### config.mk
export PLATFORM = sky130hd
export DESIGN_NAME = instruction_decode
export DESIGN_NICKNAME = d
export VERILOG_FILES = /design/src/hw/cpu_ctrl_pkg.sv /design/src/hw/isa_pkg.sv /design/src/hw/opcode_classifier.sv /design/src/hw/operand_latch.sv /design/src/hw/microcode_sequencer.sv /design/src/hw/control_generator.sv /design/src/hw/instruction_decode.sv
export SDC_FILE = /design/constraint.sdc
export NUM_CORES = 1
export LEC_CHECK = 0
export BUFFER_PORTS_ARGS = -buffer_cell sky130_fd_sc_hd__clkbuf_2
export CORE_MARGIN = 4
export CORE_UTILIZATION = 30
export CTS_BUF_LIST = sky130_fd_sc_hd__clkbuf_16
export CTS_CLUSTER_SIZE = 25
export DETAILED_ROUTE_END_ITERATION = 10
export HOLD_SLACK_MARGIN = 0.02
export PLACE_DENSITY = 0.51
export RECOVER_POWER = 50
export SLEW_MARGIN = 5
export SYNTH_ARGS = -nofsm -noshare
export SYNTH_HDL_FRONTEND = slang
export SYNTH_SLANG_ARGS = --single-unit
### constraint.sdc
create_clock -name clk -period 4.6 [get_ports clk]
set_input_delay 0.92 -clock clk [delete_from_list [all_inputs] [get_ports clk]]
set_output_delay 0.92 -clock clk [all_outputs]
set_load 0.1 [all_outputs]
### src/hw/cpu_ctrl_pkg.sv
`default_nettype none

package cpu_ctrl_pkg;

    localparam int data_width = 8;
    localparam int addr_width = 16;
    localparam int psr_width  = 7;

    localparam int carry_flag    = 0;   // Positions in the 8-bit status word
    localparam int zero_flag     = 1;
    localparam int overflow_flag = 6;
    localparam int negative_flag = 7;

    // Write and read masks are psr_width wide, status bit 5 is not carried
    localparam logic [psr_width-1:0] carry_mask    = psr_width'(1) << carry_flag;
    localparam logic [psr_width-1:0] zero_mask     = psr_width'(1) << zero_flag;
    localparam logic [psr_width-1:0] overflow_mask = psr_width'(1) << (overflow_flag - 1);
    localparam logic [psr_width-1:0] negative_mask = psr_width'(1) << (negative_flag - 1);
    localparam logic [psr_width-1:0] nz_mask       = zero_mask | negative_mask;
    localparam logic [psr_width-1:0] cnz_mask      = nz_mask | carry_mask;

    typedef enum logic [1:0] {
        buf_idle  = 2'b00,
        buf_load  = 2'b01,
        buf_store = 2'b10
    } buf_ctl_e;

    typedef enum logic [2:0] {
        reg_idle       = 3'b000,
        reg_load_bus1  = 3'b100,   // Enable, store, bus 2
        reg_store_bus1 = 3'b110,
        reg_load_bus2  = 3'b101,
        reg_store_bus2 = 3'b111
    } reg_ctl_e;

    typedef enum logic [2:0] {
        pc_hold   = 3'b000,
        pc_inc    = 3'b001,
        pc_branch = 3'b011,
        pc_load   = 3'b100
    } pc_ctl_e;

    typedef enum logic [4:0] {
        alu_nop, alu_asl, alu_lsr, alu_rol, alu_ror,
        alu_and, alu_or, alu_xor, alu_add, alu_sub,
        alu_cmp, alu_inc, alu_dec, alu_flg, alu_tmx
    } alu_op_e;

    typedef enum logic [1:0] {
        sel_pc      = 2'd0,
        sel_operand = 2'd1
    } addr_sel_e;

    typedef enum logic [3:0] {
        s_idle, s_opcode_read, s_zpg_adr_read, s_idl_data_write,
        s_alu_final, s_alu_tmx, s_dbuf_output, s_abs_lb,
        s_abs_hb, s_pc_load, s_branch_check
    } state_e;

    typedef struct packed {
        logic [psr_width-1:0]  psr_write;
        logic [data_width-1:0] psr_value;
        logic                  psr_rw;
        logic [addr_width-1:0] memory_address;
        addr_sel_e             address_select;
        logic                  rw;           // 1 read, 0 write
        buf_ctl_e              data_buffer;
        buf_ctl_e              input_latch;
        pc_ctl_e               pc;
        alu_op_e               alu;
        reg_ctl_e              acc;
        reg_ctl_e              x;
        reg_ctl_e              y;
    } ctrl_bundle_t;

endpackage

`default_nettype wire

### src/hw/isa_pkg.sv
`default_nettype none

package isa_pkg;

    import cpu_ctrl_pkg::*;

    typedef enum logic [7:0] {
        op_nop     = 8'hEA,
        op_sec     = 8'h38, op_clc     = 8'h18, op_clv     = 8'hB8,
        op_tax     = 8'hAA, op_tay     = 8'hA8, op_txa     = 8'h8A, op_tya = 8'h98,
        op_inx     = 8'hE8, op_iny     = 8'hC8, op_dex     = 8'hCA, op_dey = 8'h88,
        op_asl_a   = 8'h0A, op_lsr_a   = 8'h4A, op_rol_a   = 8'h2A, op_ror_a = 8'h6A,
        op_lda_imm = 8'hA9, op_lda_zpg = 8'hA5, op_lda_abs = 8'hAD,
        op_ldx_imm = 8'hA2, op_ldx_zpg = 8'hA6, op_ldx_abs = 8'hAE,
        op_ldy_imm = 8'hA0, op_ldy_zpg = 8'hA4, op_ldy_abs = 8'hAC,
        op_ora_imm = 8'h09, op_ora_zpg = 8'h05, op_ora_abs = 8'h0D,
        op_and_imm = 8'h29, op_and_zpg = 8'h25, op_and_abs = 8'h2D,
        op_eor_imm = 8'h49, op_eor_zpg = 8'h45, op_eor_abs = 8'h4D,
        op_adc_imm = 8'h69, op_adc_zpg = 8'h65, op_adc_abs = 8'h6D,
        op_sbc_imm = 8'hE9, op_sbc_zpg = 8'hE5, op_sbc_abs = 8'hED,
        op_cmp_imm = 8'hC9, op_cmp_zpg = 8'hC5, op_cmp_abs = 8'hCD,
        op_cpx_imm = 8'hE0, op_cpx_zpg = 8'hE4, op_cpx_abs = 8'hEC,
        op_cpy_imm = 8'hC0, op_cpy_zpg = 8'hC4, op_cpy_abs = 8'hCC,
        op_sta_zpg = 8'h85, op_sta_abs = 8'h8D,
        op_stx_zpg = 8'h86, op_stx_abs = 8'h8E,
        op_sty_zpg = 8'h84, op_sty_abs = 8'h8C,
        op_bpl     = 8'h10, op_bmi     = 8'h30, op_bcc     = 8'h90,
        op_bcs     = 8'hB0, op_bne     = 8'hD0, op_beq     = 8'hF0,
        op_jmp_abs = 8'h4C
    } opcode_e;

    typedef enum logic [2:0] {
        mode_implied, mode_acc, mode_imm, mode_zpg, mode_abs, mode_rel
    } addr_mode_e;

    typedef enum logic [3:0] {
        kind_nop, kind_flag, kind_transfer, kind_step, kind_shift, kind_load,
        kind_store, kind_alu, kind_compare, kind_branch, kind_jump
    } insn_kind_e;

    typedef enum logic [1:0] {
        reg_none, reg_a, reg_x, reg_y
    } reg_id_e;

    // Same as opcode bits 7:5 of the branch instructions
    typedef enum logic [2:0] {
        cond_pl = 3'b000,
        cond_mi = 3'b001,
        cond_cc = 3'b100,
        cond_cs = 3'b101,
        cond_ne = 3'b110,
        cond_eq = 3'b111
    } branch_cond_e;

    typedef struct packed {
        addr_mode_e           mode;
        insn_kind_e           kind;
        alu_op_e              alu_op;
        reg_id_e              target;
        reg_id_e              source;
        logic [psr_width-1:0] flag_mask;
        logic                 flag_set;
        branch_cond_e         cond;
    } decoded_t;

    localparam decoded_t nop_decode = '{
        mode:      mode_implied,
        kind:      kind_nop,
        alu_op:    alu_nop,
        target:    reg_none,
        source:    reg_none,
        flag_mask: '0,
        flag_set:  1'b0,
        cond:      cond_pl
    };

endpackage

`default_nettype wire

### src/hw/opcode_classifier.sv
`timescale 1ns/10ps
`default_nettype none

module opcode_classifier import cpu_ctrl_pkg::*, isa_pkg::*; (
    input  logic [data_width-1:0] opcode,
    output decoded_t              decoded
);

    // Register field in bits 1:0 of loads and stores
    function automatic reg_id_e reg_field(logic [1:0] bits);
        case (bits)
            2'b01:   return reg_a;
            2'b10:   return reg_x;
            default: return reg_y;
        endcase
    endfunction

    always_comb begin
        decoded = nop_decode;
        case (opcode_e'(opcode))
            op_sec, op_clc: begin
                decoded.kind      = kind_flag;
                decoded.flag_mask = carry_mask;
                decoded.flag_set  = opcode[5];   // 38 sets, 18 clears
            end
            op_clv: begin
                decoded.kind      = kind_flag;
                decoded.flag_mask = overflow_mask;
            end
            op_tax, op_tay: begin
                decoded.kind   = kind_transfer;
                decoded.source = reg_a;
                decoded.target = opcode[1] ? reg_x : reg_y;
            end
            op_txa, op_tya: begin
                decoded.kind   = kind_transfer;
                decoded.target = reg_a;
                decoded.source = opcode[4] ? reg_y : reg_x;
            end
            op_inx, op_iny, op_dex, op_dey: begin
                decoded.kind      = kind_step;
                decoded.target    = (opcode == op_inx || opcode == op_dex) ? reg_x : reg_y;
                decoded.source    = decoded.target;
                decoded.alu_op    = (opcode == op_inx || opcode == op_iny) ? alu_inc : alu_dec;
                decoded.flag_mask = nz_mask;
            end
            op_asl_a, op_lsr_a, op_rol_a, op_ror_a: begin
                decoded.kind      = kind_shift;
                decoded.mode      = mode_acc;
                decoded.target    = reg_a;
                decoded.source    = reg_a;
                decoded.flag_mask = cnz_mask;
                decoded.alu_op    = opcode == op_asl_a ? alu_asl :
                                    opcode == op_lsr_a ? alu_lsr :
                                    opcode == op_rol_a ? alu_rol : alu_ror;
            end
            op_lda_imm, op_lda_zpg, op_lda_abs, op_ldx_imm, op_ldx_zpg, op_ldx_abs,
            op_ldy_imm, op_ldy_zpg, op_ldy_abs: begin
                decoded.kind      = kind_load;
                decoded.target    = reg_field(opcode[1:0]);
                decoded.alu_op    = alu_flg;
                decoded.flag_mask = nz_mask;
            end
            op_sta_zpg, op_sta_abs, op_stx_zpg, op_stx_abs, op_sty_zpg, op_sty_abs: begin
                decoded.kind   = kind_store;
                decoded.source = reg_field(opcode[1:0]);
            end
            op_ora_imm, op_ora_zpg, op_ora_abs, op_and_imm, op_and_zpg, op_and_abs,
            op_eor_imm, op_eor_zpg, op_eor_abs, op_adc_imm, op_adc_zpg, op_adc_abs,
            op_sbc_imm, op_sbc_zpg, op_sbc_abs: begin
                decoded.kind      = kind_alu;
                decoded.target    = reg_a;
                decoded.source    = reg_a;
                decoded.flag_mask = nz_mask;
                decoded.alu_op    = opcode[7:5] == 3'd0 ? alu_or  :
                                    opcode[7:5] == 3'd1 ? alu_and :
                                    opcode[7:5] == 3'd2 ? alu_xor :
                                    opcode[7:5] == 3'd3 ? alu_add : alu_sub;
            end
            op_cmp_imm, op_cmp_zpg, op_cmp_abs, op_cpx_imm, op_cpx_zpg, op_cpx_abs,
            op_cpy_imm, op_cpy_zpg, op_cpy_abs: begin
                decoded.kind      = kind_compare;
                decoded.source    = opcode[5] ? reg_x : (opcode[0] ? reg_a : reg_y);
                decoded.alu_op    = alu_cmp;
                decoded.flag_mask = cnz_mask;
            end
            op_bpl, op_bmi, op_bcc, op_bcs, op_bne, op_beq: begin
                decoded.kind = kind_branch;
                decoded.mode = mode_rel;
                decoded.cond = branch_cond_e'(opcode[7:5]);
            end
            op_jmp_abs: begin
                decoded.kind = kind_jump;
                decoded.mode = mode_abs;
            end
            default: ;   // Unsupported bytes run as NOP
        endcase
        // Memory operands take the mode from the 6502 column bits
        if (decoded.kind inside {kind_load, kind_store, kind_alu, kind_compare})
            decoded.mode = opcode[4:2] == 3'b001 ? mode_zpg :
                           opcode[4:2] == 3'b011 ? mode_abs : mode_imm;
    end

endmodule

`default_nettype wire

### src/hw/operand_latch.sv
`timescale 1ns/10ps
`default_nettype none

module operand_latch import cpu_ctrl_pkg::*, isa_pkg::*; (
    input  logic                  clk,
    input  logic                  rst_n,
    input  logic                  clk_enable,
    input  logic [data_width-1:0] instruction,
    input  state_e                next_state,
    input  decoded_t              decoded_now,
    output decoded_t              decoded,
    output logic [data_width-1:0] opcode_q,
    output logic [addr_width-1:0] operand_address
);

    always_ff @(posedge clk or negedge rst_n) begin
        if (!rst_n) begin
            decoded         <= nop_decode;
            opcode_q        <= op_nop;
            operand_address <= '0;
        end else if (clk_enable) begin
            if (next_state == s_opcode_read) begin
                decoded  <= decoded_now;
                opcode_q <= instruction;
            end
            if (next_state == s_zpg_adr_read || next_state == s_abs_lb)
                operand_address <= {{(addr_width - data_width){1'b0}}, instruction};
            else if (next_state == s_abs_hb || next_state == s_pc_load)
                operand_address <= {instruction, operand_address[data_width-1:0]};
        end
    end

endmodule

`default_nettype wire

### src/hw/microcode_sequencer.sv
`timescale 1ns/10ps
`default_nettype none

module microcode_sequencer import cpu_ctrl_pkg::*, isa_pkg::*; (
    input  logic     clk,
    input  logic     rst_n,
    input  logic     clk_enable,
    input  decoded_t decoded_read,
    input  decoded_t decoded,
    output state_e   state,
    output state_e   next_state
);

    always_ff @(posedge clk or negedge rst_n) begin
        if (!rst_n)
            state <= s_idle;
        else if (clk_enable)
            state <= next_state;
    end

    always_comb begin
        next_state = s_idle;
        case (state)
            s_idle: next_state = s_opcode_read;
            s_opcode_read: begin
                if (decoded_read.kind == kind_step || decoded_read.kind == kind_shift)
                    next_state = s_alu_final;   // Register operand, no fetch
                else begin
                    case (decoded_read.mode)
                        mode_imm, mode_rel: next_state = s_idl_data_write;
                        mode_zpg:           next_state = s_zpg_adr_read;
                        mode_abs:           next_state = s_abs_lb;
                        default:            next_state = s_idle;
                    endcase
                end
            end
            s_zpg_adr_read, s_abs_hb: next_state = s_idl_data_write;
            s_idl_data_write:
                next_state = (decoded.mode == mode_rel) ? s_branch_check : s_alu_final;
            s_alu_final: next_state = s_alu_tmx;
            s_alu_tmx:
                next_state = (decoded.kind == kind_store) ? s_dbuf_output : s_idle;
            s_abs_lb:
                next_state = (decoded.kind == kind_jump) ? s_pc_load : s_abs_hb;
            default: next_state = s_idle;
        endcase
    end

endmodule

`default_nettype wire

### src/hw/control_generator.sv
`timescale 1ns/10ps
`default_nettype none

module control_generator import cpu_ctrl_pkg::*, isa_pkg::*; (
    input  state_e                state,
    input  decoded_t              decoded_read,
    input  decoded_t              decoded,
    input  logic [addr_width-1:0] operand_address,
    input  logic [psr_width-1:0]  status_read,
    output ctrl_bundle_t          ctrl
);

    decoded_t d;
    reg_ctl_e src_ctl;
    reg_ctl_e tgt_ctl;
    logic     taken;

    // Source strobe wins when a register is both source and target
    function automatic reg_ctl_e reg_drive(reg_id_e id, reg_id_e src, reg_id_e tgt,
                                           reg_ctl_e s, reg_ctl_e t);
        if (src == id && s != reg_idle)
            return s;
        if (tgt == id)
            return t;
        return reg_idle;
    endfunction

    always_comb begin
        case (decoded.cond)
            cond_cc: taken = ~|(status_read & carry_mask);
            cond_cs: taken =  |(status_read & carry_mask);
            cond_ne: taken = ~|(status_read & zero_mask);
            cond_eq: taken =  |(status_read & zero_mask);
            cond_pl: taken = ~|(status_read & negative_mask);
            cond_mi: taken =  |(status_read & negative_mask);
            default: taken = 1'b0;
        endcase
    end

    always_comb begin
        d           = (state == s_opcode_read) ? decoded_read : decoded;
        ctrl        = '0;
        ctrl.rw     = 1'b1;
        ctrl.psr_rw = 1'b1;
        src_ctl     = reg_idle;
        tgt_ctl     = reg_idle;
        case (state)
            s_opcode_read: begin
                ctrl.pc = pc_inc;
                if (d.kind == kind_flag) begin
                    ctrl.psr_write               = d.flag_mask;
                    ctrl.psr_value[data_width-1] = 1'b1;   // Marks an explicit flag write
                    if (d.flag_mask == carry_mask)
                        ctrl.psr_value[carry_flag] = d.flag_set;
                    else
                        ctrl.psr_value[overflow_flag] = d.flag_set;
                end else if (d.kind == kind_transfer) begin
                    src_ctl = reg_store_bus1;
                    tgt_ctl = reg_load_bus1;
                end
            end
            s_zpg_adr_read, s_abs_hb: begin
                ctrl.pc             = pc_inc;
                ctrl.address_select = sel_operand;
                ctrl.memory_address = operand_address;
            end
            s_abs_lb: ctrl.pc = pc_inc;
            s_idl_data_write: begin
                ctrl.input_latch = buf_load;
                if (d.mode == mode_imm)
                    ctrl.pc = pc_inc;   // Skip over the immediate byte
            end
            s_alu_final: begin
                ctrl.alu = d.alu_op;
                if (d.kind == kind_step || d.kind == kind_shift)
                    src_ctl = reg_store_bus1;
                else if (d.kind != kind_store) begin
                    ctrl.input_latch = buf_store;
                    src_ctl          = reg_store_bus2;
                end
            end
            s_alu_tmx: begin
                ctrl.psr_rw    = 1'b0;
                ctrl.psr_write = d.flag_mask;
                if (d.kind == kind_store) begin
                    ctrl.data_buffer = buf_load;
                    src_ctl          = reg_store_bus2;
                end else begin
                    ctrl.alu = alu_tmx;
                    tgt_ctl  = reg_load_bus2;
                end
            end
            s_dbuf_output: begin
                ctrl.data_buffer    = buf_store;
                ctrl.rw             = 1'b0;
                ctrl.address_select = sel_operand;
                ctrl.memory_address = operand_address;
            end
            s_pc_load: begin
                ctrl.pc             = pc_load;
                ctrl.memory_address = operand_address;
            end
            s_branch_check: begin
                if (taken) begin
                    ctrl.pc          = pc_branch;
                    ctrl.input_latch = buf_store;   // Offset onto the bus
                end
            end
            default: ;
        endcase
        ctrl.acc = reg_drive(reg_a, d.source, d.target, src_ctl, tgt_ctl);
        ctrl.x   = reg_drive(reg_x, d.source, d.target, src_ctl, tgt_ctl);
        ctrl.y   = reg_drive(reg_y, d.source, d.target, src_ctl, tgt_ctl);
    end

endmodule

`default_nettype wire

### src/hw/instruction_decode.sv
`timescale 1ns/10ps
`default_nettype none

module instruction_decode import cpu_ctrl_pkg::*, isa_pkg::*; (
    input  logic                  clk,
    input  logic                  rst_n,
    input  logic                  clk_enable,
    input  logic [data_width-1:0] instruction,
    input  logic [psr_width-1:0]  status_read,
    output ctrl_bundle_t          ctrl
);

    decoded_t              decoded_now;
    decoded_t              decoded_read;
    decoded_t              decoded;
    logic [data_width-1:0] opcode_q;
    logic [addr_width-1:0] operand_address;
    state_e                state;
    state_e                next_state;

    opcode_classifier i_classify_now (
        .opcode  (instruction),
        .decoded (decoded_now)
    );

    opcode_classifier i_classify_read (   // Registered opcode, used in s_opcode_read
        .opcode  (opcode_q),
        .decoded (decoded_read)
    );

    operand_latch i_operand_latch (
        .clk             (clk),
        .rst_n           (rst_n),
        .clk_enable      (clk_enable),
        .instruction     (instruction),
        .next_state      (next_state),
        .decoded_now     (decoded_now),
        .decoded         (decoded),
        .opcode_q        (opcode_q),
        .operand_address (operand_address)
    );

    microcode_sequencer i_sequencer (
        .clk          (clk),
        .rst_n        (rst_n),
        .clk_enable   (clk_enable),
        .decoded_read (decoded_read),
        .decoded      (decoded),
        .state        (state),
        .next_state   (next_state)
    );

    control_generator i_control (
        .state           (state),
        .decoded_read    (decoded_read),
        .decoded         (decoded),
        .operand_address (operand_address),
        .status_read     (status_read),
        .ctrl            (ctrl)
    );

endmodule

`default_nettype wire

# Word level (Yosys, flattened, before mapping)
# Cells that the tools add are included.
# op_classes
n_eq_ne,187
mux,112
reduce_logical,62
# op_table
cell,n
$eq 8x8->1 const B,80
$eq 8x7->1 const B,18
$mux 3,33
$eq 8x6->1 const B,12
$reduce_or 21->1,4
$pmux 4 s10,2
$eq 4x3->1 const B,15
$pmux 7 s4,2
$reduce_or 28->1,2
$mux 5,11
$pmux 5 s5,2
$eq 8x4->1 const B,6
$mux 16,3
$pmux 3 s3,4
$reduce_or 9->1,4
$eq 4x4->1 const B,8
$eq 8x5->1 const B,4
$reduce_or 4->1,8
$reduce_or 15->1,2
$mux 1,29
$pmux 4 s7,1
$eq 3x2->1 const B,9
$mux 27,1
$reduce_or 13->1,2
other kinds (33),99
# totals
regBits,55
out_inout_bits,56

# Depth between registers and ports, before layout
# logic_depth
word_depth,17
depth_mapped,12
depth_no_buf,8

# Modules after synthesis
# A second synthesis with hierarchy kept.
# unflattened
cells_unflattened,641
area_unflattened_um2,5350.1
# modules_own_cells
mod,n_inst,cells_per_inst,area_each_um2,seq_area_each_um2
operand_latch,1,132,1983.2,1282.5
opcode_classifier,2,154,968.4,0.0
control_generator,1,157,1029.7,0.0
microcode_sequencer,1,44,400.4,100.1

# Least setup slack after synthesis
# No wires, ideal clock.
# synth_timing
kind,register -> output
from,register i_operand_latch.opcode_q[3]
to,output ctrl[54] in the netlist's numbering
t_arrival_ns,6.647
t_required_ns,3.680
slack_ns,-2.967
path_stages_with_launch,10
path_cell_list,dfstp_2 > or3b_1 > buf_2 > a2111oi_4 > or4_1 > buf_2 > nor2_1 > nor4b_1 > nor2_1 > a21oi_1
# synth_rtl
item,line,rtl
start: declaration,operand_latch.sv:12,"output logic [data_width-1:0] opcode_q,"
start signal: assignment,operand_latch.sv:19,opcode_q <= op_nop;
start signal: assignment,operand_latch.sv:24,opcode_q <= instruction;
end: declaration,instruction_decode.sv:10,output ctrl_bundle_t ctrl

==> summary by stage <==
Floorplan
The overall die area is around 0.017 sq mm. The number of rows created at floorplan is 44. The placeable core region is 0.0148 sq mm. Measured along the x axis, the die boundary spans about 130 microns.

The number of top-level pins is 74. The die boundary height is roughly 130 microns. The initial core utilization is between 30 and 40%.

Min path
The critical hold path startpoint is i_operand_latch.decoded[4]$_DFFE_PN0P_. The path class of the tightest hold or removal check is register to register.

Global routing
The number of global-route vias before repair was between 4000 and 5000. The residual overflow from global routing is 0. The first-pass GRT wire length is 22300 microns. The total global-route track usage is between 10% and 20%. The pin count of the biggest net entering global routing is 32. The initial antenna violation count is 0.

Final layout
The final layout contains between 600 and 700 nets. The number of antenna repair diodes is 0. Leaving out fill and tap cells, the most frequent cells in the layout are dfrtp_1 (44), nor2_1 (38), nand2_1 (36). Once layout is done, the placed cells without fillers occupy 0.00534 sq mm. Once layout is complete, the cells apart from fillers number around 780. The layout overhead on the synthesized area is 16.8%. The fraction of final layout cells sized beyond drive strength 1 is 21.4%. The leading cell type in the layout, fill and taps excluded is dfrtp_1.

Clock tree
For this design, the CTS-stage hold fixing added 0 buffers. In this run the post-CTS setup repair buffer count came out at 0. The number of buffers on the longest clock path is 2. The number of buffers inserted during clock tree synthesis is 5.

TritonCTS built the clock tree. At the later pin of the worst-skew pair, clock insertion delay measures 0.29 ns. The tree is rooted in a clkbuf_16. The clock transition at the register clock pins on the worst setup and hold paths after CTS is 0.06 ns. The sink count of the clock tree is 49. The H-tree was split into 2 levels.

Synth
The proportion of synthesized flip-flops having asynchronous set or reset is 100%. The synthesized flop and latch total is between 40 and 50. The yosys synthesis warning count is 0. The synthesized area divided by synthesized cell count is 8.19 sq um.

In the synthesized netlist the dominant register cell turns out to be dfrtp_1. The post-synthesis cell area is 0.00457 sq mm. The largest total area in the synthesized netlist belongs to dfrtp_1.

Summing the sequential cell areas from Yosys gives between 20 and 30% of the chip area. Counting every instance in the synthesized netlist gives approximately 560. The count of different cell masters after synthesis is 73.

The area share of the leading cell type in the synthesized netlist is between 20% and 30%. After synthesis, the cell types taking the most area are dfrtp_1 (24%), mux2_4 (6.2%), mux2i_1 (4.4%). Counting flops with a built-in enable in the synthesized netlist gives 0.

Placed design
The placed instances occupy a cell area of around 0.0052 sq mm. Detailed placement finished with a half-perimeter wire length of about 10000 microns. The global placer's final weighted congestion is 0.929. The count of buffers added on input and output ports is 58. Counting tap cells, the placed design contains a total of roughly 770 instances.

Run
Max-cap violations in this run came to 1.

STA
The number of endpoints with negative hold slack in the final report is 0. The clock tree skew after final layout is between 0.01 and 0.015 ns. The number of slew-limit violations in the final report is 32. Setup repair after global routing left no endpoint under its margin.

Setup violations remaining at the end of the flow were counted as 0. The post-route fraction of the period consumed by the critical path is a little over nine tenths. Based on the critical path, the design can be clocked at up to between 200 and 250 MHz.

The actual slew at the worst max-slew pin is ~1.6 ns. The final critical-path required period is approximately 4.4 ns. The remaining max-slew budget at the tightest pin is -7.74%.

Pwr
The part of the power in the clock network is a little over a tenth. IR analysis of the VDD net gives a maximum drop of 0.350 mV. Summed over all nets, the switching power comes to roughly 2.2 mW. Sequential cells account for approximately a fifth of the total power. The leakage power is between 2 and 2.5 nW. The power density over the cells is 748 mW/mm^2. The share of total power consumed by net switching is 55.9%.

The internal portion of the total power is roughly 1.8 mW. The relative contribution of combinational cells to total power is 68.4%.

Drt
The count of nets left with antenna violations once routing finished came out at 0. After detailed routing, the average wire length per cell comes to around 18 microns. The first detailed-routing pass ran for 5 iterations. After the first detailed-routing iteration, the DRC count stood at 300. In the routed layout, each cell is associated on average with a via count of 5.61. In the routed design, unresolved DRC markers number 0. The number of vias after detailed routing is roughly 4400. The routed design has ~14000 microns of wire.

Setup path
The worst flop-to-flop path startpoint is i_operand_latch.opcode_q[3]$_DFFE_PN1P_. Traced cell by cell, the critical path runs through nor3b_2, a211oi_1, or4_1, nor3_1, a21o_1, a21oi_1, nor3_4, o22ai_1, buf_12. The category of the worst setup path capture point is a primary output. The critical path data arrival time is 3.44 ns. The cell class contributing the biggest share of worst-path delay is simple AND/OR/NAND/NOR gates. The largest stage delay on the critical path is between 0.7 and 0.8 ns. Data on the critical path is required at its endpoint by 3.68 ns. The cell with the largest stage delay on the worst path is or4_1.

The startpoint class of the critical path is a register. The critical path startpoint is i_operand_latch.opcode_q[3]$_DFFE_PN1P_. The category of the critical setup timing path is register to primary output.

Together, buffers and inverters on the worst path number 1. The maximum fanout count along the critical path is 15.

Run status
The final reports fail on max-capacitance violations, max-slew violations. The flow ran to the end, but the final reports show violations.
==> cells in the mapped netlist, drive strengths merged, types with 7 or more instances <==
cell type  count
or3            9
clkbuf        28
dfrtp         44
nand4         10
a21oi         35
nor2          39
mux2i         20
a41oi          8
and2          18
a211oi         7
nor3          16
nand2b        19
nor2b          9
buf           29
nand3         27
nand2         37
inv           21
o21a          11
mux2          32
o21ai         33
==> final timing paths <==
path                                                                   to  cells past startpoint  slack, ns
min in group asynchronous  i_operand_latch.operand_address[8]$_DFFE_PN0P_                      1       0.80
max in group asynchronous         i_operand_latch.opcode_q[4]$_DFFE_PN0P_                      2       1.74
max reg2reg                        i_operand_latch.decoded[4]$_DFFE_PN0P_                      9       0.63
max                                                               ctrl[5]                      9       0.24
min                                i_operand_latch.decoded[4]$_DFFE_PN0P_                      1       0.52
min reg2reg                        i_operand_latch.decoded[4]$_DFFE_PN0P_                      1       0.52
==> state kept, by name (all words and copies together), names as in the netlist <==
register and count:
i_sequencer.state 4, i_operand_latch.decoded 21, i_operand_latch.operand_address 16, i_operand_latch.opcode_q 8
==> routing by layer <==
metal / share of wire [%] / global-route usage [%] / vias to the layer above
li1: - / - / 2101
met1: 47 / 21.9 / 2099
met2: 46 / 23.9 / 154
met3: 4.3 / 1.87 / 28
met4: 2.7 / 6.13 / 0
met5: 0 / 0 / -
==> power by group through the flow <==
stage,registers [mW],clock network [mW],logic [mW]
finish,0.841,0.421,2.74
CTS,0.836,0.435,2.74
global placement,0.834,0,2.69
global route,0.868,0.447,2.92
floorplan,0.695,0,2.28
detailed placement,0.844,0,2.72
==> cells by family after synthesis <==
kind of cell / after synthesis / share of synthesized area, %
xor+xnor: 5 / 1.12
buf+inv: 78 / 7.94
flops: 49 / 27.0
fa+ha+maj: 1 / 0.219
mux: 52 / 13.8
other cells: 1 / 0.0820
compound gates: 144 / 21.7
simple gates: 228 / 28.2
==> area by class of cell <==
| cell class | count | area, sq um |
|---|---|---|
| multi-input combinational | 441 | 3070 |
| fill | 1504 | 9410 |
| tap | 184 | 230 |
| sequential | 49 | 1230 |
| clock inverter | 3 | 43.8 |
| timing repair buffer | 78 | 559 |
| clock buffer | 5 | 125 |
| inverter | 21 | 78.8 |
==> through the flow <==
step / TNS (ns) / power, mW / setup slack (ns) / hold slack, ns / utilization (%)
2_1_floorplan: -1.32 / 2.98 / -0.762 / 0.456 / -
3_5_place_dp: 0 / 3.56 / 0.210 / 0.503 / 35.2
5_1_grt: 0 / 4.23 / 0.0569 / 0.550 / 36.2
6_report: 0 / 4.00 / 0.237 / 0.519 / 36.2
4_1_cts: 0 / 4.01 / 0.158 / 0.524 / 36.3
3_3_place_gp: 0 / 3.53 / 0.248 / 0.498 / 35.2
==> timing repair <==
| item | in CTS | in global routing |
|---|---|---|
| endpoints found under the hold margin | 0 | 0 |
| gates resized for setup | 1 | 1 |
| setup endpoints to repair | 3 | 1 |
Power figures use the tool's default switching activity.
